File: src/verilog/acore_pkg.sv
package acore_pkg;

    // fixed word widths of the emulated front end
    localparam int step_width      = 16;  // signed step-response word
    localparam int sum_width       = 20;  // slice accumulator
    localparam int mag_width       = 8;   // output magnitude
    localparam int chan_addr_width = 10;  // {bank, chunk_idx, chunk}

    // software write into the step table
    typedef struct packed {
        logic                       we;
        logic [chan_addr_width-1:0] waddr;
        logic [step_width-1:0]      wdata;
    } chan_wr_t;

    // per-cycle control broadcast by the frame sequencer
    typedef struct packed {
        logic [7:0] chunk;        // low chunk_width bits used
        logic [3:0] chunk_idx;    // low bits used
        logic       chunk_valid;  // table read this cycle
        logic       incr_sum;     // low means load instead of add
        logic       last_cycle;   // end of frame
    } slice_ctl_t;

    // one slice result, sign and magnitude
    typedef struct packed {
        logic                 sign;
        logic [mag_width-1:0] mag;
    } adc_sample_t;

endpackage
File: src/verilog/step_table.sv
`timescale 1ns/1ps

module step_table #(
    parameter int chunk_width = 4,
    parameter int num_chunks  = 4,
    parameter int nti         = 4
) (
    input  logic                                              emu_clk,
    input  acore_pkg::chan_wr_t                               chan_wr_i,
    input  acore_pkg::slice_ctl_t                             slice_ctl_i,
    output logic signed [nti-1:0][acore_pkg::step_width-1:0] step_words_o
);
    // each bank covers every chunk value of every chunk position
    localparam int bank_depth = num_chunks * (2 ** chunk_width);
    localparam int addr_w     = (bank_depth > 1) ? $clog2(bank_depth) : 1;

    logic [acore_pkg::chan_addr_width-1:0] wr_bank;
    logic [addr_w-1:0]                     wr_offs;
    logic [addr_w-1:0]                     rd_addr;

    // write address splits into bank and {chunk_idx, chunk}
    assign wr_bank = acore_pkg::chan_addr_width'(chan_wr_i.waddr / bank_depth);
    assign wr_offs = addr_w'(chan_wr_i.waddr % bank_depth);

    // read address from the sequencer, same layout
    assign rd_addr = addr_w'(slice_ctl_i.chunk_idx * (2 ** chunk_width)
                             + slice_ctl_i.chunk[chunk_width-1:0]);

    for (genvar b = 0; b < nti; b++) begin : g_bank
        logic signed [acore_pkg::step_width-1:0] mem [bank_depth];

        always_ff @(posedge emu_clk) begin
            if (chan_wr_i.we && (wr_bank == b)) begin
                mem[wr_offs] <= chan_wr_i.wdata;
            end
            if (slice_ctl_i.chunk_valid) begin
                step_words_o[b] <= mem[rd_addr];  // word lands one cycle later
            end
        end
    end

    // software must stay inside the banks that exist
    a_waddr_range: assert property (
        @(posedge emu_clk) chan_wr_i.we |-> (chan_wr_i.waddr < nti * bank_depth)
    ) else $error("step table write address %0d beyond %0d banks", chan_wr_i.waddr, nti);

endmodule

File: config.mk
export PLATFORM = sky130hd
export DESIGN_NAME = step_table
export DESIGN_NICKNAME = d
export VERILOG_FILES = /design/src/verilog/acore_pkg.sv /design/src/verilog/step_table.sv
export SDC_FILE = /design/constraint.sdc
export NUM_CORES = 2
export LEC_CHECK = 0
export BUFFER_PORTS_ARGS = -buffer_cell sky130_fd_sc_hd__buf_2
export CORE_ASPECT_RATIO = 1.5
export CORE_MARGIN = 4
export CORE_UTILIZATION = 40
export DETAILED_ROUTE_END_ITERATION = 8
export PLACE_DENSITY = 0.54
export SYNTH_ARGS = -nofsm -noshare
export SYNTH_HDL_FRONTEND = slang
export SYNTH_SLANG_ARGS = --single-unit
File: constraint.sdc
create_clock -name emu_clk -period 5.7 [get_ports emu_clk]
set_input_delay 1.14 -clock emu_clk [delete_from_list [all_inputs] [get_ports emu_clk]]
set_output_delay 1.14 -clock emu_clk [all_outputs]
set_load 0.05 [all_outputs]
======== After elaboration in Yosys (flattened, before gate mapping) ========
Memory sizes are Yosys's and may differ from the RTL's. A register that Yosys moved wholly into a read port is not among the register bits.
Cells that the tools add are included.
storage, ports and cells
  memories kept ........................... 4
  word-level logic and storage cells ...... 21
  RAM bits ................................ 4096
  bits of input ports ..................... 43
  flip-flop bits (word level) ............. 0
memories
  memory         depth  bits a word  rd ports  clocked after Yosys merged registers in  write ports  RTL line          source
  g_bank[0].mem  64     16           1         1                                        1            step_table.sv:30  logic signed [acore_pkg::step_width-1:0] mem [bank_depth];
  g_bank[1].mem  64     16           1         1                                        1            step_table.sv:30
  g_bank[2].mem  64     16           1         1                                        1            step_table.sv:30
  g_bank[3].mem  64     16           1         1                                        1            step_table.sv:30
operators by class
  add/subtract/negate cells ............... 1
  equal/unequal tests ..................... 3
  reductions and logical operators ........ 5
  muxes and demuxes ....................... 8
operator list
  kind                  number
  $logic_not A10 Y1     1
  $eq A4 B2 Y1 const B  2
  $mux W1               8
  $add A6 B4 Y6         1
  $eq A4 B1 Y1 const B  1
  $logic_and A1 B1 Y1   4

======== Logic depth before layout (Yosys ltp) ========
  depth after elaboration ................. 4
  gate-level depth with buffers ........... 9
  gate-level depth less buffers ........... 4

======== Least setup slack after synthesis ========
OpenSTA, ideal clock, no wires.
  path type ............................... input to register
  start point ............................. input chan_wr_i[20] (netlist bit)
  end point ............................... memory g_bank[0].mem[20][0] (netlist bit), enable pin
  slack ................................... 2.465 ns
  setup time .............................. 0.388 ns
  arrival ................................. 2.847 ns
  cell stages on the path ................. 4
  cells stage by stage .................... clkbuf_1 > nor3b_1 > nand2_1 > nor2_1
RTL lines
  item         RTL line          source
  from (decl)  step_table.sv:9   input acore_pkg::chan_wr_t chan_wr_i,
  to (decl)    step_table.sv:30
Straight into the memory's write port.

======== Worst setup path after layout ========
  start point ............................. input chan_wr_i[18] (netlist bit)
  end point ............................... memory g_bank[2].mem[24][14] (netlist bit), enable pin
RTL lines
  item       RTL line
  to (decl)  step_table.sv:30
Straight into the memory's write port.

==> flow_summary.toml <==
[run_status]
outcome = "finished, violations left"
violations_in_the_final_reports = "design-rule violations"

[pwr]
p_int_uw = 48430
p_leak_uw = 0.05417
p_switching_uw = 13340
power.share.clock = 0.402
power_density_nw_per_um2 = 346.8
vdd_drop_max_v = 0.0002225
share_seq_of_total_power = 0.547
switching_share = 0.2160
combinationalPowerShare = 0.051

[yosys]
synth-compound-area-share = 0.02800
synth_area_leaders = "edfxtp_1 (79%), mux4_2 (15%), a22oi_1 (1.2%)"
synth.ff_latch_count = 4160
synthDistinctLibCells = 29
synth.net_count = 6837
yosys_warnings = 0
syn_avg_cell_area_sq_um = 23.15
combinational_family_with_the_most_area_after_synthesis = "multiplexers"
yosysSeqAreaShare = 0.7941
yosys.area_share.xor_xnor = 0
post-synth-top-area-fraction = 0.7941
synth.mux.area_fraction = 0.1507
netlist_instances = 6794
synth_simple_gate_area_share = 0.01553
synth_fa_ha_area_frac = 0
library_cell_with_the_largest_summed_area_after_synthesis = "edfxtp_1"
synth_area_sq_um = 157300

[placed_design]
pre_cts_slack_ps = 860.0
placed_cells = 12020
final_replace_weighted_congestion = 0.7916
dpl_cell_area_sq_um = 166400
numPortBuffers = 98
detailedPlacementHpwl_um = 264700

[clock_tree]
clock_tree.root_cell = "clkbuf_16"
htree_num_levels = 5
cts.reportedPaths.clkPinSlew_ps = 60
postCtsSetupBuffers = 0
worst_skew_pair.late_latency_ps = 950
cts.hold.buffers_added = 0
clock-sinks = 4160
tritoncts.num_buffers = 375
tritoncts = "done"
cts.repair.resized = 0
max_clock_buf_depth = 4

[route]
drt.antenna.violating_nets = 0
initialDrtViolationCount = 8600
drc = 13
finalWirelength_um = 443200
average_wire_length_per_cell_after_detail_routing_um = 34.87
route.vias.total = 73970
routed_via_density = 5.820
first_pass_iters = 9

[layout]
sequential_standard_cell_area_sq_um = 124900
layout.filler_cells = 32620
nets = 7209
layout-drive-gt1-share = 0.2986
flow.area_growth_from_synthesis_pct = 13.22
final_cell_count_no_fill = 12710
multi_input_area_sq_um = 31320
final_cell_area_sq_um = 178100
final_core_util = 0.4556

[worst_setup_path]
cp_top_family = "simple AND/OR/NAND/NOR gates"
type_of_element_capturing_the_critical_path = "register"
crit_arrival_ps = 4650
required_ps = 6240
cp_max_fo = 16
worstPathBufferInverterCount = 1
timing.critical_path.depth = 4
worst_path_largest_cell_delay_ps = 1140
crit_path_cell_trace = "buf_2 > nor3_1 > nand2_1 > nor2_2"
crit_path_kind = "input pin to register"
r2r_cells = 4
startpoint_type = "input pin"
worst_path_max_delay_cell = "nor2_2"

[die]
floorplan.die.height_um = 776.0
fp.dieW_um = 520.0
boundaryPins = 107
design.die.area_sq_um = 403600
starting_density = 0.4024
placeableCoreArea_sq_um = 391000
rows = 281

[global_routing]
grt_pass1_vias = 76070
track_usage = 0.2168
grt.met1_usage = 0.2747
gr-total-overflow = 0
global_route.peak_usage_layer = "met2"
grt_first_pass_wirelength_um = 613500
globalRouteMet2Util = 0.3657
antenna_found_initial = 26
maximum_number_of_pins_on_one_net_before_global_route_repair = 186
gr-usage-met3 = 0.03986

[sta]
finClkSkew_ps = 58.74
maxSlewHeadroom = 0.06031
layout_worst_path_cycle_share = 0.7217
worst_pin_slew_ps = 1399
min_period_ps = 4114
setup_slack_ps = 1586
timing.final.max_slew_violations = 0
setup_viol = 0
timing_hold_violations_final = 0
setup_repair_after_global_routing_missed_its_margin = "false"
highest_clock_rate_mhz = 243.1
fin_tns_setup_ps = 0

[hold_path]
holdCritPathClass = "input pin to register"
whs_path_depth = 1

[run]
max_cap_violations = 0
-- per-layer routing --
metal | up-vias | wire length (um)
li1 | 29890 | -
met1 | 40570 | 167500
met2 | 2796 | 222800
met3 | 692 | 29760
met4 | 16 | 23030
met5 | - | 101
-- cell usage after synthesis --
library cell	count
or3_1	2
buf_2	156
a211oi_1	64
and3b_1	2
nor2_1	326
nand2_1	72
clkbuf_1	166
nand3b_1	19
buf_6	4
nor3b_1	6
mux4_2	1024
nor4bb_1	1
mux2i_1	64
nand3_1	111
nor2b_1	4
nor3_1	2
edfxtp_1	4160
o221ai_1	64
and3_1	2
o211a_1	64
nand2b_1	7
nor4b_1	1
or2_2	2
o22ai_1	128
and2_1	3
buf_4	23
buf_1	57
a22oi_1	256
or3b_2	4
-- worst register-to-register path: cells and delay by family, from the launching register on --
family | cells | cell delay [ps]
flops | 1 | 370
mux | 1 | 500
compound gates | 3 | 1410
-- registers in the layout, indices dropped and copies added, names as in the netlist --
| register | count |
|---|---|
| step_words_o | 64 |
| g_bank.mem | 4096 |
-- area by class of cell --
cell class              count  area share
clock inverters           225     0.01085
multi-input cells        2228      0.1759
well taps                5235     0.03678
diodes                     10   0.0001405
repair buffers            401     0.02001
flip-flops and latches   4160      0.7014
clock buffers             450     0.05498
-- cells in the final DEF (no fill, tap or decap), types with 2 or more instances in the layout --
master	n
nand2b_4	4
mux2i_1	64
nand2_4	3
mux4_2	1024
o211a_1	64
nor2_1	68
diode_2	10
clkbuf_1	69
o221ai_1	64
nand2b_2	3
buf_8	17
nor3_1	2
clkinv_8	4
nor3b_1	3
and3_1	2
edfxtp_1	4160
nand2_1	68
and3b_1	2
buf_4	257
a22oi_1	256
nor2_2	256
clkinv_2	83
and2_4	2
inv_6	6
bufinv_16	32
clkbuf_16	381
nand3_1	111
nor2b_4	4
or3b_2	4
clkinvlp_4	11
or3_1	2
a211oi_1	64
nand3b_1	19
o22ai_1	128
buf_12	49
nor2_4	2
nor3b_2	3
clkinv_1	87
buf_2	77
-- power by group through the flow --
stage	clock (uW)	sequential, uW	combinational, uW
after global routing	26500	33800	3280
after CTS	25300	33800	3190
final	24800	33800	3130
after detailed placement	0	34500	3190
after floorplan	0	34600	1450
after global placement	0	34500	3130
-- through the flow --
stage               hold WS (ps)  total power [uW]
floorplan                  855.8             36020
global placement           915.5             37580
detailed placement         913.7             37640
CTS                        578.0             62270
global route               604.2             63540
finish                     605.3             61770
-- cells by family (layout without fill, tap and decap cells) --
family / after synthesis / after routing
flip-flops: 4160 / 4160
multiplexers: 1088 / 1088
AO/OA/AOI/OAI: 576 / 576
AND/OR/NAND/NOR: 564 / 564
buffers and inverters: 406 / 1076
other: 0 / 10
-- worst paths after layout --
check | startpoint | end | slack, ps
setup reg to reg | g_bank[0].mem[39][12]$_DFFE_PP_ | step_words_o[12]$_DFFE_PP_ | 3160
setup / recovery | chan_wr_i[18] | g_bank[2].mem[24][14]$_DFFE_PP_ | 1590
hold reg to reg | g_bank[0].mem[22][15]$_DFFE_PP_ | step_words_o[15]$_DFFE_PP_ | 910
hold / removal | chan_wr_i[11] | g_bank[3].mem[45][11]$_DFFE_PP_ | 610
Power figures use the tool's default switching activity.
