`src/verilog/acore_pkg.sv`:
```
package acore_pkg;

    // fixed word widths of the emulated front end
    localparam int step_width      = 16;  // signed step-response word
    localparam int sum_width       = 20;  // slice accumulator
    localparam int mag_width       = 8;   // output magnitude
    localparam int chan_addr_width = 10;  // {bank, chunk_idx, chunk}

    // software write into the step table
    typedef struct packed {
        logic                       we;
        logic [chan_addr_width-1:0] waddr;
        logic [step_width-1:0]      wdata;
    } chan_wr_t;

    // per-cycle control broadcast by the frame sequencer
    typedef struct packed {
        logic [7:0] chunk;        // low chunk_width bits used
        logic [3:0] chunk_idx;    // low bits used
        logic       chunk_valid;  // table read this cycle
        logic       incr_sum;     // low means load instead of add
        logic       last_cycle;   // end of frame
    } slice_ctl_t;

    // one slice result, sign and magnitude
    typedef struct packed {
        logic                 sign;
        logic [mag_width-1:0] mag;
    } adc_sample_t;

endpackage
```
`src/verilog/emu_slice.sv`:
```
`timescale 1ns/1ps

module emu_slice #(
    parameter int out_shift = 2
) (
    input  logic                                 emu_clk,
    input  logic                                 emu_rst,
    input  acore_pkg::slice_ctl_t                slice_ctl_i,
    input  logic signed [acore_pkg::step_width-1:0] step_word_i,
    output acore_pkg::adc_sample_t               sample_o
);
    localparam int sum_w   = acore_pkg::sum_width;
    localparam int step_w  = acore_pkg::step_width;
    localparam int mag_w   = acore_pkg::mag_width;
    localparam int mag_max = (2 ** mag_w) - 1;

    logic                    word_valid_q;  // table word on step_word_i is fresh
    logic signed [sum_w-1:0] acc;
    logic signed [sum_w-1:0] step_ext;
    logic                    sum_sign;
    logic [sum_w-1:0]        sum_abs;
    logic [sum_w-1:0]        sum_shift;
    logic [mag_w-1:0]        sum_mag;
    logic                    load_seen;

    assign step_ext = {{(sum_w - step_w){step_word_i[step_w-1]}}, step_word_i};

    // the table answers one cycle after each read request
    always_ff @(posedge emu_clk) begin
        if (emu_rst) begin
            word_valid_q <= 1'b0;
        end else begin
            word_valid_q <= slice_ctl_i.chunk_valid;
        end
    end

    always_ff @(posedge emu_clk) begin
        if (emu_rst) begin
            acc <= '0;
        end else if (word_valid_q) begin
            if (slice_ctl_i.incr_sum) begin
                acc <= acc + step_ext;
            end else begin
                acc <= step_ext;  // first chunk of the frame
            end
        end
    end

    // sign and magnitude of the finished sum
    assign sum_sign  = acc[sum_w-1];
    assign sum_abs   = sum_sign ? (~acc + 1'b1) : acc;
    assign sum_shift = sum_abs >> out_shift;
    assign sum_mag   = (sum_shift > sum_w'(mag_max)) ? mag_w'(mag_max) : mag_w'(sum_shift);

    always_ff @(posedge emu_clk) begin
        if (emu_rst) begin
            sample_o <= '0;
        end else if (slice_ctl_i.last_cycle) begin
            sample_o.sign <= sum_sign;
            sample_o.mag  <= sum_mag;  // held for the whole next frame
        end
    end

    // one load per frame, otherwise chunks would be dropped from the sum
    always_ff @(posedge emu_clk) begin
        if (emu_rst || slice_ctl_i.last_cycle) begin
            load_seen <= 1'b0;
        end else if (!slice_ctl_i.incr_sum) begin
            load_seen <= 1'b1;
        end
    end

    a_single_load: assert property (
        @(posedge emu_clk) disable iff (emu_rst) !slice_ctl_i.incr_sum |-> !load_seen
    ) else $error("accumulator loaded twice in one frame");

endmodule

```
`config.mk`:
```
export PLATFORM = sky130hd
export DESIGN_NAME = emu_slice
export DESIGN_NICKNAME = d
export VERILOG_FILES = /design/src/verilog/acore_pkg.sv /design/src/verilog/emu_slice.sv
export SDC_FILE = /design/constraint.sdc
export NUM_CORES = 1
export LEC_CHECK = 0
export BUFFER_PORTS_ARGS = -buffer_cell sky130_fd_sc_hd__clkbuf_2
export CELL_PAD_IN_SITES_DETAIL_PLACEMENT = 0
export CELL_PAD_IN_SITES_GLOBAL_PLACEMENT = 1
export CORE_MARGIN = 4
export CORE_UTILIZATION = 38
export DETAILED_ROUTE_END_ITERATION = 6
export GPL_ROUTABILITY_DRIVEN = 1
export PLACE_DENSITY = 0.79
export SLEW_MARGIN = 10
export SYNTH_ARGS = -nofsm -noshare
export SYNTH_HDL_FRONTEND = slang
export SYNTH_SLANG_ARGS = --single-unit
```
`constraint.sdc`:
```
create_clock -name emu_clk -period 2.46 [get_ports emu_clk]
set_input_delay 0.123 -clock emu_clk [delete_from_list [all_inputs] [get_ports emu_clk]]
set_output_delay 0.123 -clock emu_clk [all_outputs]
set_load 0.005 [all_outputs]
```
# After elaboration in Yosys (flattened, before gate mapping)
# Index checks and enable logic that the tools add are counted.
dict set report totals {
  elab_cells 11
  reg_bits 30
}
dict set report classes {
  bitwise_logic 1
  n_addsub 2
  n_mux 3
  magnitude_cmp 1
}
# operator count
set op_table {}
lappend op_table {{$mux 20} 2}
lappend op_table {{$add 20x1->20 const B} 1}
lappend op_table {{$add 20x16->20} 1}
lappend op_table {{$not 20->20} 1}
lappend op_table {{$gt 18x8->1 const B} 1}
lappend op_table {{$mux 8} 1}

# Logic depth before layout (Yosys ltp)
dict set report depth {
  word_depth 5
  mapped_depth 9
  mapped_depth_nobuf 9
}

# Worst setup path before layout
# OpenSTA, ideal clock, no wires.
dict set report synth_timing {
  path_kind {reg2reg}
  start {register acc[1]}
  end {register acc[17]}
  setup_time_ns 0.117
  stages_incl_launch_ff 9
  period_less_slack_ns 2.295
  arrival_ns 2.178
  required_time_ns 2.343
  slack_ns 0.165
  path_cell_list {dfxtp_1 ha_1 a211o_1 a211o_1 a21oi_1 o21ai_0 nand2_1 mux2_2 a32o_1}
}
dict set report synth_between {
  elab_chain_len 2
}
# item line_no
set synth_lines {}
lappend synth_lines {{start: declaration} emu_slice.sv:18} ;# logic signed [sum_w-1:0] acc;
lappend synth_lines {{start signal: assignment} emu_slice.sv:42} ;# acc <= acc + step_ext;
lappend synth_lines {{start signal: assignment} emu_slice.sv:44} ;# acc <= step_ext;
lappend synth_lines {{$add 20x16->20} emu_slice.sv:42}
lappend synth_lines {{$mux 20} emu_slice.sv:41} ;# if (slice_ctl_i.incr_sum) begin
# Every way passes these cells.
# A chain may end at the register's enable or synchronous reset.

# Worst setup path after layout
# Ends and elaborated chain as after synthesis.

==> flow_metrics.env <==
export IMPL_dp_hpwl_um=5640
export IMPL_die_height_um=92.3
export IMPL_hold_buffers=0
export IMPL_synth_cell_types=57
export IMPL_status="completed"
export IMPL_clock_fmax_mhz=430
export IMPL_synth_ff_type="dfxtp_1"
export IMPL_ant_nets=0
export IMPL_clock_sinks=30
export IMPL_cts_htree_levels=2
export IMPL_synth_seq_area_share_pct=22.2
export IMPL_clockRootBuffer="clkbuf_8"
export IMPL_use_met3_pct=2.68
export IMPL_cts_tree="built"
export IMPL_coreArea_sq_um=6830
export IMPL_nets=439
export IMPL_track_usage_pct=17.7
export IMPL_hold_viol=0
export IMPL_std_cell_rows=30
export IMPL_ys_seq_elements=30
export IMPL_drive_above_1_share_pct=22.7
export IMPL_syn_inst=341
export IMPL_rsz0062_at_grt="false"
export IMPL_synth_edff_count=0
export IMPL_slew_headroom_pct=60.1
export IMPL_syn_to_final_growth_pct=19.3
export IMPL_leakage_uw=0.00145
export IMPL_drt_iter0_markers=134
export IMPL_end_kind="flip-flop"
export IMPL_power_uw=1690
export IMPL_die_w_um=92.3
export IMPL_io_buffers=29
export IMPL_drt_wl_total_um=7290
export IMPL_grt_pass1_wl_um=12300
export IMPL_syn_area_sq_um=2700
export IMPL_finalSetupViolCount=0
export IMPL_crit_required_ns=2.65
export IMPL_async_reset_ff_share_pct=0
export IMPL_insertion_delay_ns=0.29
export IMPL_path_clk_slew_ns=0.08
export IMPL_drc_errors=0
export IMPL_crit_type="reg2reg"
export IMPL_drtPass1Iterations=5
export IMPL_p_per_area_nw_per_um2=525
export IMPL_io_pins=42
export IMPL_period_needed_ns=2.32
export IMPL_grt_pass1_vias=2526
export IMPL_yosys_warnings=0
export IMPL_initial_utilization_pct=39.5
export IMPL_fin_setup_tns_ns=0
export IMPL_max_cap_violations=0
export IMPL_postPlaceCellArea_sq_um=3080
export IMPL_worst_pin_slew_ns=0.598
export IMPL_crit_arrival_ns=2.51
export IMPL_finalClockSkew_ns=0.00937
export IMPL_syn_nets=394
export IMPL_cts_buffers_inserted=5
export IMPL_cts_buffer_depth=2
export IMPL_dieArea_sq_um=8520
export IMPL_min_path_type="in2reg"
export IMPL_grt_busiest_layer="met2"
export IMPL_crit_fanout=3
export IMPL_synth_avg_cell_area_sq_um=7.92
export IMPL_drv_slew=0
export IMPL_wl_per_cell_um=15.1
export IMPL_critPathLaunchType="flip-flop"
export IMPL_num_antenna_cells=0
export IMPL_gp_congestion=0.866
export IMPL_vias_per_cell=5.51
export IMPL_routed_via_count=2663
export IMPL_fin_crit_sh_pct=94.5
export IMPL_antenna_found_initial=0
export IMPL_worst_ir_drop_vdd_v=0.000239
export IMPL_grt_max_degree=29
export IMPL_gr_usage_met2_pct=27.9
export IMPL_final_area_sq_um=3220
export IMPL_grt_ovfl_total=0
export IMPL_use_met1_pct=25.5
==> cell type report <==
cell class | instances | area [sq um]
flip-flops and latches | 30 | 602
well taps | 96 | 120
clock buffers | 5 | 68.8
inverters | 10 | 37.5
repair buffers | 55 | 340
fillers | 721 | 3610
clock inverters | 3 | 40.0
multi-input cells | 284 | 2010
==> cells by family (layout without fill, tap and decap cells) <==
family          Yosys count  in the layout  synth area share, %
compound gates          119            119                 31.6
simple gates            115            115                 22.2
flops                    30             30                 22.2
buf+inv                  27             73                 4.03
fa+ha+maj                20             20                 9.54
xor+xnor                 17             17                 5.51
mux                      13             13                 4.91
==> registers in the layout, indices dropped and copies added (netlist names) <==
| signal | flops |
|---|---|
| acc | 20 |
| word_valid_q | 1 |
| sample_o | 9 |
==> cell usage after synthesis, types with 3 or more instances <==
| cell type | n | share of area, % |
|---|---|---|
| a21oi_1 | 23 | 4.3 |
| buf_1 | 4 | 0.56 |
| a31oi_1 | 8 | 1.9 |
| clkbuf_1 | 12 | 1.7 |
| ha_1 | 19 | 8.8 |
| inv_1 | 10 | 1.4 |
| a211oi_1 | 10 | 2.8 |
| nand2_1 | 27 | 3.8 |
| xor2_1 | 10 | 3.2 |
| a21o_1 | 13 | 3.6 |
| mux2i_1 | 11 | 4.1 |
| nand3_1 | 10 | 1.9 |
| nor2_1 | 44 | 6.1 |
| a211o_1 | 4 | 1.3 |
| o21ai_0 | 16 | 3.0 |
| o21a_1 | 6 | 1.7 |
| o22ai_1 | 4 | 0.93 |
| xnor2_1 | 7 | 2.3 |
| nand3b_1 | 3 | 0.83 |
| a211oi_2 | 8 | 3.7 |
| nor3_1 | 5 | 0.93 |
| o31ai_1 | 4 | 1.1 |
| nor2b_1 | 5 | 1.2 |
| dfxtp_1 | 30 | 22 |
| or4_1 | 3 | 0.83 |
==> final timing paths <==
| check | start | end | slack [ns] | cells past startpoint |
|---|---|---|---|---|
| setup / recovery | acc[1] | acc[17] | 0.14 | 8 |
| hold / removal | slice_ctl_i[2] | word_valid_q | 0.05 | 2 |
| setup reg to reg | acc[1] | acc[17] | 0.14 | 8 |
| hold reg to reg | sample_o[6] | sample_o[6] | 0.51 | 2 |
==> per-stage QoR <==
| step | hold slack (ns) | instances | util [%] | worst slack, ns |
|---|---|---|---|---|
| 3_3_place_gp | 0.334 | 474 | 45.1 | 0.0618 |
| 2_1_floorplan | 0.251 | 341 | - | 0.165 |
| 3_5_place_dp | 0.348 | 474 | 45.1 | 0.0361 |
| 6_report | 0.0518 | 483 | 47.2 | 0.136 |
| 5_1_grt | 0.0776 | 483 | 47.2 | 0.0113 |
| 4_1_cts | 0.0523 | 482 | 46.7 | 0.0153 |
==> metal layers <==
metal / routed length, um / up-vias
met3: 442 / 5
met1: 3510 / 1246
li1: - / 1367
met2: 3280 / 45
met4: 55 / 0
met5: 0 / -
==> power breakdown <==
group | switching [uW] | internal, uW | total [uW]
registers | 39.0 | 525 | 564
logic | 337 | 279 | 616
clock network | 215 | 298 | 513
==> worst max-delay path: stages (launching register included) <==
cell     delay, ns
dfxtp_2       0.34
ha_1          0.29
a211o_1       0.31
a211o_1       0.31
a21oi_1       0.20
o21ai_1       0.11
nand2_1       0.10
mux2_2        0.34
a32o_1        0.24
==> repair_timing <==
| action | in CTS | in global routing |
|---|---|---|
| buffers inserted | 0 | 1 |
| gates resized for setup | 0 | 7 |
| setup endpoints to repair | 0 | 14 |
==> cell usage in the layout, fill, tap and decap left out, types with 11 or more instances in the layout <==
cell type / synthesis / final
clkbuf_2: 0 / 29
ha_1: 19 / 19
buf_4: 0 / 26
o21ai_0: 16 / 15
nand2_1: 27 / 27
mux2i_1: 11 / 11
dfxtp_1: 30 / 29
a21oi_1: 23 / 21
nor2_1: 44 / 44
a21o_1: 13 / 13
Power figures use the tool's default switching activity.
