## config.mk

```make
export PLATFORM = sky130hd
export DESIGN_NAME = frame_sequencer
export DESIGN_NICKNAME = d
export VERILOG_FILES = /design/src/verilog/acore_pkg.sv /design/src/verilog/frame_sequencer.sv
export SDC_FILE = /design/constraint.sdc
export NUM_CORES = 1
export LEC_CHECK = 0
export BUFFER_PORTS_ARGS = -buffer_cell sky130_fd_sc_hd__buf_2
export CORE_ASPECT_RATIO = 0.75
export CORE_UTILIZATION = 54
export CTS_BUF_LIST = sky130_fd_sc_hd__clkbuf_8
export DETAILED_ROUTE_END_ITERATION = 12
export HOLD_SLACK_MARGIN = 0.06
export PLACE_DENSITY_LB_ADDON = 0.12
export SLEW_MARGIN = 20
export SYNTH_ARGS = -nofsm -noshare
export SYNTH_HDL_FRONTEND = slang
export SYNTH_SLANG_ARGS = --single-unit
```

## constraint.sdc

```tcl
create_clock -name emu_clk -period 1.6 [get_ports emu_clk]
set_clock_uncertainty 0.15 [all_clocks]
set_input_delay 0.16 -clock emu_clk [delete_from_list [all_inputs] [get_ports emu_clk]]
set_output_delay 0.16 -clock emu_clk [all_outputs]
set_load 0.01 [all_outputs]
```

## src/verilog/acore_pkg.sv

```systemverilog
package acore_pkg;

    // fixed word widths of the emulated front end
    localparam int step_width      = 16;  // signed step-response word
    localparam int sum_width       = 20;  // slice accumulator
    localparam int mag_width       = 8;   // output magnitude
    localparam int chan_addr_width = 10;  // {bank, chunk_idx, chunk}

    // software write into the step table
    typedef struct packed {
        logic                       we;
        logic [chan_addr_width-1:0] waddr;
        logic [step_width-1:0]      wdata;
    } chan_wr_t;

    // per-cycle control broadcast by the frame sequencer
    typedef struct packed {
        logic [7:0] chunk;        // low chunk_width bits used
        logic [3:0] chunk_idx;    // low bits used
        logic       chunk_valid;  // table read this cycle
        logic       incr_sum;     // low means load instead of add
        logic       last_cycle;   // end of frame
    } slice_ctl_t;

    // one slice result, sign and magnitude
    typedef struct packed {
        logic                 sign;
        logic [mag_width-1:0] mag;
    } adc_sample_t;

endpackage
```

## src/verilog/frame_sequencer.sv

```systemverilog
`timescale 1ns/1ps

module frame_sequencer #(
    parameter int chunk_width = 4,
    parameter int num_chunks  = 4,
    parameter int nti         = 4
) (
    input  logic                  emu_clk,
    input  logic                  emu_rst,
    input  logic [nti-1:0]        rx_bits_i,
    output acore_pkg::slice_ctl_t slice_ctl_o,
    output logic                  clk_adc_o
);
    localparam int hist_w  = num_chunks * chunk_width;
    localparam int cnt_w   = $clog2(num_chunks + 2);
    localparam int shift_w = (hist_w > 1) ? $clog2(hist_w) : 1;

    // sample clock is low for about half of the frame
    localparam int clock_fall = 2;
    localparam int clock_rise = clock_fall + ((2 + num_chunks) / 2) - 1;

    logic [cnt_w-1:0]       counter;
    logic [hist_w-1:0]      history;
    logic [3:0]             chunk_idx;
    logic [shift_w-1:0]     history_shift;
    logic [chunk_width-1:0] chunk_sel;
    logic                   last_cycle;

    always_ff @(posedge emu_clk) begin
        if (emu_rst) begin
            counter <= '0;
        end else if (last_cycle) begin
            counter <= '0;
        end else begin
            counter <= counter + 1'b1;
        end
    end

    // newest bits enter at the top, oldest fall off the bottom
    always_ff @(posedge emu_clk) begin
        if (emu_rst) begin
            history <= '0;
        end else if (last_cycle) begin
            history <= {rx_bits_i, history[hist_w-1:nti]};
        end
    end

    assign last_cycle = (counter == cnt_w'(num_chunks + 1));
    assign chunk_idx  = (counter < cnt_w'(num_chunks)) ? 4'(counter) : 4'd0;

    // chunk 0 is the top field of the history
    assign history_shift = shift_w'((num_chunks - 1 - chunk_idx) * chunk_width);
    assign chunk_sel     = chunk_width'(history >> history_shift);

    always_comb begin
        slice_ctl_o             = '0;
        slice_ctl_o.chunk       = 8'(chunk_sel);
        slice_ctl_o.chunk_idx   = chunk_idx;
        slice_ctl_o.chunk_valid = (counter < cnt_w'(num_chunks));
        slice_ctl_o.incr_sum    = (counter != cnt_w'(1));  // first word loads the sum
        slice_ctl_o.last_cycle  = last_cycle;
    end

    always_ff @(posedge emu_clk) begin
        if (emu_rst) begin
            clk_adc_o <= 1'b1;
        end else begin
            clk_adc_o <= !((counter >= cnt_w'(clock_fall)) && (counter <= cnt_w'(clock_rise)));
        end
    end

    a_counter_range: assert property (
        @(posedge emu_clk) disable iff (emu_rst) counter <= cnt_w'(num_chunks + 1)
    ) else $error("frame counter out of range: %0d", counter);

    a_read_not_last: assert property (
        @(posedge emu_clk) disable iff (emu_rst)
            !(slice_ctl_o.last_cycle && slice_ctl_o.chunk_valid)
    ) else $error("table read requested on the last frame cycle");

endmodule

```

; After elaboration in Yosys (flattened, before gate mapping)
; Cells that the tools add are included.
[word_totals]
ff_bits = 20
latch_bits = 0
ram_bits = 0
mem_bits_ro = 0
out_inout_bits = 16
mem_count = 0
[classes]
add_sub_neg = 2
mul = 0
div_mod_pow = 0
order_cmp = 3
eq_ne = 2
n_shift = 1
muxes = 1
bitwise_logic = 0
reduce_logical = 3
[op_table]
columns = operator, n
row1 = >> shifter 16 x 4 -> 4 bit, 1
row2 = "adder 3 x 1 -> 3 bit, second input constant", 1
row3 = "== test 3 bit, second input constant", 1
row4 = ">= comparator 3 x 2 -> 1 bit, second input constant", 1
row5 = "<= comparator 3 bit, second input constant", 1
row6 = "less-than comparator 3 bit, second input constant", 1
row7 = two-way mux 3 bit, 1
row8 = "inequality test 3 x 1 -> 1 bit, second input constant", 1
row9 = OR reduction 2 bit, 1
row10 = "subtractor 2 bit, first input constant", 1
row11 = logical AND 1 bit, 1
row12 = zero test 1 bit, 1

; Depth between registers and ports, before layout
; Gate-level depths: netlist (run 1).
[logic_depth]
depth_word = 4
depth_mapped = 7

; Worst setup path after synthesis (run 1)
; No wires, ideal clock.
[synth_path]
kind = flip-flop to output port
from = register counter[1]
to = output slice_ctl_o[0] (netlist bit)
arrival_ns = 1.141
t_required_ns = 1.290
slack_ns = 0.149
path_stages_with_launch = 7
n_path_buf = 2
cell_sequence = dfxtp_1 inv_1 ha_1 nand2_4 inv_4 buf_6 buf_4
[synth_between]
elab_chain_cells = 1
[synth_lines]
columns = item, line
row1 = from (decl), frame_sequencer.sv:22  ; logic [cnt_w-1:0] counter;
row2 = from (signal assigned), frame_sequencer.sv:35  ; counter <= counter + 1'b1;
row3 = == test 3 bit, frame_sequencer.sv:48  ; assign last_cycle = (counter == cnt_w'(num_chunks + 1));
row4 = to (decl), frame_sequencer.sv:11  ; output acore_pkg::slice_ctl_t slice_ctl_o,
; Every way passes these cells.

==> impl_metrics.ini, run 1 <==
[setup_path]
worst_ep_arrival_time_ps = 1310
cp_max_fo = 5
startpoint = counter[0]
worst-setup-path-type = register to output pin
crit_required_ps = 1290
critPathCaptureType = output pin
start_kind = register
regToRegStartpoint = counter[1]

[drt]
dr.pass1.iters = 4
drc = 0
first_iter_violations = 8
wirelength_um = 1900
wire_per_inst_um = 12.2
ant_nets = 0
via_per_inst = 5.08
dr_total_vias = 793

[floorplanning]
rows = 12
die_w_um = 50.3
die_h_um = 38.2
die_area_um2 = 1920
coreArea_um2 = 1560
io_pins = 22
initial_core_util_pct = 60.5

[sta]
finalHoldViolCount = 0
rsz0062_at_grt = true
finalCriticalPeriod_ps = 1620
final.period_utilization_pct = 101
max_freq_mhz = 619
slew_viol_final = 0
worst_slack_ps = -15.4
setup_violations = 2

[grt]
grt_pass1_wl_um = 2970
grt_pass1_vias = 714
grt_util_all_layers_pct = 21.9
antenna_found_initial = 0
grt_overflow = 0
grt_max_degree = 21

[placement]
gp_congestion = 0.825
numPlacedInstances = 146
hpwlAfterDp_um = 1200
post-place-ws_ps = 99.2
portBuffers = 15

[layout]
fin_cells = 156
nFillCells = 126
multi_input_area_um2 = 477
antennaDiodeCount = 0
drive_gt1_share_pct = 28.1
nets = 145
regArea_um2 = 412
final_util_pct = 74.3
syn_to_final_growth_pct = 22.8

[synth]
syn_inst = 114
synth-main-ff-cell = dfxtp_1
synth-edff-count = 0
yosysSeqAreaShare_pct = 42.4
syn_area_per_cell_um2 = 8.29
yosys_warnings = 0
async_flop_share_pct = 0
ys_types = 22
synth_seq_cells = 20
synth_area_um2 = 945

[clocking]
clk_latency_ps = 250
clk_path_buf_depth = 2
numCtsBuffers = 3
cts_sinks = 20
clkTransAtPathRegs_ps = 70
cts_tree = done
cts_max_level = 1
cts-root-buf = clkbuf_8

[min_path]
hold_class = input port to register
worstHoldStart = emu_rst

[run]
maxCapViolations = 0

[run_status]
outcome = complete, but fails checks
violations = negative setup slack

[power_and_ir_drop]
p_per_area_nw_per_um2 = 846
power_mw = 0.982
leakage_nw = 0.473
ir_drop_mv = 0.644
[through the flow]
stage	TNS, ps	area [um2]	hold slack (ps)
after global placement	0	1020	251
final	-30.3	1160	170
after detailed placement	0	1020	256
after CTS	-98.7	1110	160
after global routing	-222	1160	186
after floorplan	0	963	146
[cell usage in the layout (no fill, tap or decap)]
master	instances
a211o_1	2
nand2_4	1
a21oi_1	11
nor3b_1	1
mux2i_1	8
buf_12	1
inv_1	3
ha_2	1
buf_4	4
dfxtp_1	17
nand2_1	33
clkinv_8	1
nand2b_4	1
buf_2	15
ha_1	1
clkbuf_8	3
nor2b_4	1
a21oi_2	6
dlygate4sd3_1	4
dfxtp_4	3
o21bai_1	1
buf_6	1
nor3_1	3
o21ai_1	2
nor2_1	5
conb_1	6
[timing repair]
action / CTS / global route
hold buffers: 4 / 0
pin swaps: 0 / 1
endpoints found under the hold margin: 4 / 0
endpoints found under the setup margin: 5 / 5
setup buffers: 0 / 3
gates resized for setup: 6 / 8
[final timing paths]
path	endpoint	slack, ps	cells past startpoint
worst min register to register	history[2]	320	2
worst max register to register	history[5]	150	7
worst min-delay path	history[2]	170	2
worst max-delay path	slice_ctl_o[10]	-20	5
[critical path, stage by stage, from the launching register on]
cell and delay (ps):
dfxtp_4 370, nor2b_4 140, buf_6 130, mux2i_1 190
o21ai_1 80, buf_2 140
[power breakdown]
group	leakage [nW]	internal (mW)	switching, mW	total (mW)
clock	0.0216	0.167	0.151	0.318
combinational	0.288	0.0650	0.0765	0.142
sequential	0.164	0.508	0.0142	0.522
total	0.473	0.740	0.241	0.982
[area by class of cell]
class | instances | area share, %
Sequential cell | 20 | 35.5
Inverter | 4 | 2.37
Tap cell | 21 | 2.27
Clock buffer | 3 | 3.56
Multi-Input combinational cell | 83 | 41.1
Timing Repair Buffer | 25 | 15.2
[metal layers]
| metal | vias to the layer above | global-route usage [%] | part of all wire (%) |
|---|---|---|---|
| met5 | - | 0 | 0 |
| li1 | 404 | - | - |
| met3 | 6 | 8.33 | 4.6 |
| met2 | 21 | 34.7 | 44 |
| met4 | 0 | 11.1 | 1.8 |
| met1 | 362 | 26.2 | 50 |
[cells in the mapped netlist (3+ instances only)]
| cell type | count | area share, % |
|---|---|---|
| nand2_1 | 33 | 13 |
| dfxtp_1 | 20 | 42 |
| a21oi_1 | 11 | 5.8 |
| buf_4 | 8 | 6.4 |
| mux2i_1 | 8 | 8.5 |
| a21oi_2 | 6 | 5.6 |
| nor2_1 | 5 | 2.0 |
| inv_1 | 3 | 1.2 |
| nor3_1 | 3 | 1.6 |
[logic make-up (layout without fill, tap and decap cells)]
family	count (synthesis)	count (layout)	synth area share, %
and+or+nand+nor	45	45	20.3
AOI/OAI and AO/OA	22	22	15.1
DFF	20	20	42.4
buffers and inverters	16	32	10.7
muxes	8	8	8.48
adders and majority gates	2	2	2.65
other	1	6	0.397
[state kept, by name, summed over array words and instances, names as in the netlist]
| register | count |
|---|---|
| clk_adc_o | 1 |
| counter | 3 |
| history | 16 |
(Power assumes the default switching activity.)
==> inputs of run 2 (changes only) <==
- BUFFER_PORTS_ARGS: -buffer_cell sky130_fd_sc_hd__buf_2 -> default
- CORE_ASPECT_RATIO: 0.75 -> default
- CORE_UTILIZATION: 54 -> 55
- DONT_BUFFER_PORTS: default -> 1
- MAX_ROUTING_LAYER: default -> met4
==> impl_metrics.ini, run 2 (synthesis results as in run 1) <==
[layout]
finalInstanceArea_um2 = 1120
multi_input_area_um2 = 489
largest_register_ffs = 16
reg.largest.list = history x16, counter x3, clk_adc_o x1
nFillCells = 122
regArea_um2 = 409
final_cell_mix = nand2_1, dfxtp_1, a21oi_1
drive_gt1_share_pct = 24.0
nets = 134
layout_commonest_cell = nand2_1
antennaDiodeCount = 0
syn_to_final_growth_pct = 18.7
top_register = history

[power_and_ir_drop]
ir_drop_mv = 0.918
leakage_nw = 0.434
p_per_area_nw_per_um2 = 927

[drt]
wire_per_inst_um = 12.7
ant_nets = 0
dr.pass1.iters = 10
drc = 2
via_per_inst = 5.26
first_iter_violations = 31
dr_total_vias = 742
wirelength_um = 1790

[clocking]
clk_latency_ps = 260
clk_path_buf_depth = 2
cts_sinks = 20
numCtsBuffers = 3
clkTransAtPathRegs_ps = 70
cts_max_level = 1
cts_tree = done
cts-root-buf = clkbuf_8

[grt]
antenna_found_initial = 0
grt_pass1_vias = 649
grt_pass1_wl_um = 2830
grt_overflow = 0
grt_max_degree = 21
grt_util_all_layers_pct = 22.0

[run]
maxCapViolations = 0

[floorplanning]
rows = 14
die_h_um = 43.4
die_w_um = 43.4
io_pins = 22
die_area_um2 = 1890
coreArea_um2 = 1560
initial_core_util_pct = 60.6

[sta]
rsz0062_at_grt = true
final.period_utilization_pct = 97.9
finalCriticalPeriod_ps = 1570
finalHoldViolCount = 0
worst_slack_ps = 33.5
setup_violations = 0
max_freq_mhz = 638
whs_ps = 320
timing.slew.headroom_pct = 42.7
slew_viol_final = 0
worstMarginPinSlew_ps = 857

[setup_path]
critPathCaptureType = output pin
r2r.worst_path.cells = 5
worst_ep_arrival_time_ps = 1260
crit_required_ps = 1290
worst-setup-path-type = register to output pin
cp_max_fo = 5
start_kind = register

[run_status]
violations = design-rule violations
outcome = complete, but fails checks

[placement]
portBuffers = 0
post-place-ws_ps = 123
hpwlAfterDp_um = 1190
gp_congestion = 0.750
place_area_um2 = 945

[min_path]
hold_class = register to register
worst_hold_path.num_cells = 2
-- run 2: changes by cell type in the layout (fill, tap and decap cells not counted), sizes merged --
cell,delta
inv,+1
clkbuf,+1
clkinv,-1
dlygate4sd3,+1
buf,-12
-- run 2: per-layer routing --
layer	share of wire (%)	track usage [%]
met1	48	25.5
met4	1.4	9.38
met2	45	34.2
met5	0	-
met3	5.4	7.92
-- run 2: power breakdown --
group / internal [mW] / switching [mW]
clock: 0.219 / 0.156
sequential: 0.508 / 0.00980
combinational: 0.0656 / 0.0814
total: 0.792 / 0.247
-- run 2: path summary, 6_finish.rpt --
| check | end | start | slack, ps |
|---|---|---|---|
| min reg2reg | history[9] | history[13] | 320 |
| max reg2reg | history[1] | counter[0] | 210 |
| max | slice_ctl_o[8] | counter[0] | 30 |
| min | history[9] | history[13] | 320 |
-- run 2: layout make-up --
| type | instances | share of cell area, % |
|---|---|---|
| multi-input cells | 83 | 43.6 |
| flip-flops and latches | 20 | 36.5 |
| repair buffers | 14 | 11.2 |
| clock buffers | 4 | 4.91 |
| inverters | 4 | 2.01 |
| well taps | 16 | 1.79 |
-- run 2: through the flow --
step / utilization (%) / power, mW / instances / setup TNS, ps
final: 71.9 / 1.04 / 141 / 0
after global routing: 71.9 / 1.10 / 141 / -57.3
after CTS: 69.0 / 1.03 / 138 / 0
after detailed placement: 60.6 / 0.630 / 129 / 0
after global placement: 60.6 / 0.627 / 129 / 0
after floorplan: - / 0.620 / 119 / 0
-- run 2: worst max-delay path, stage by stage, from the launching register on --
cell and delay [ps]:
dfxtp_4 370, nor2b_4 150, buf_6 140, mux2i_1 190
buf_4 140
-- run 2: timing repair --
action / 4_1_cts / 5_1_grt
endpoints found under the setup margin: 5 / 5
endpoints found under the hold margin: 20 / 0
hold buffers: 5 / 0
gates resized for setup: 8 / 8
buffers inserted: 0 / 3
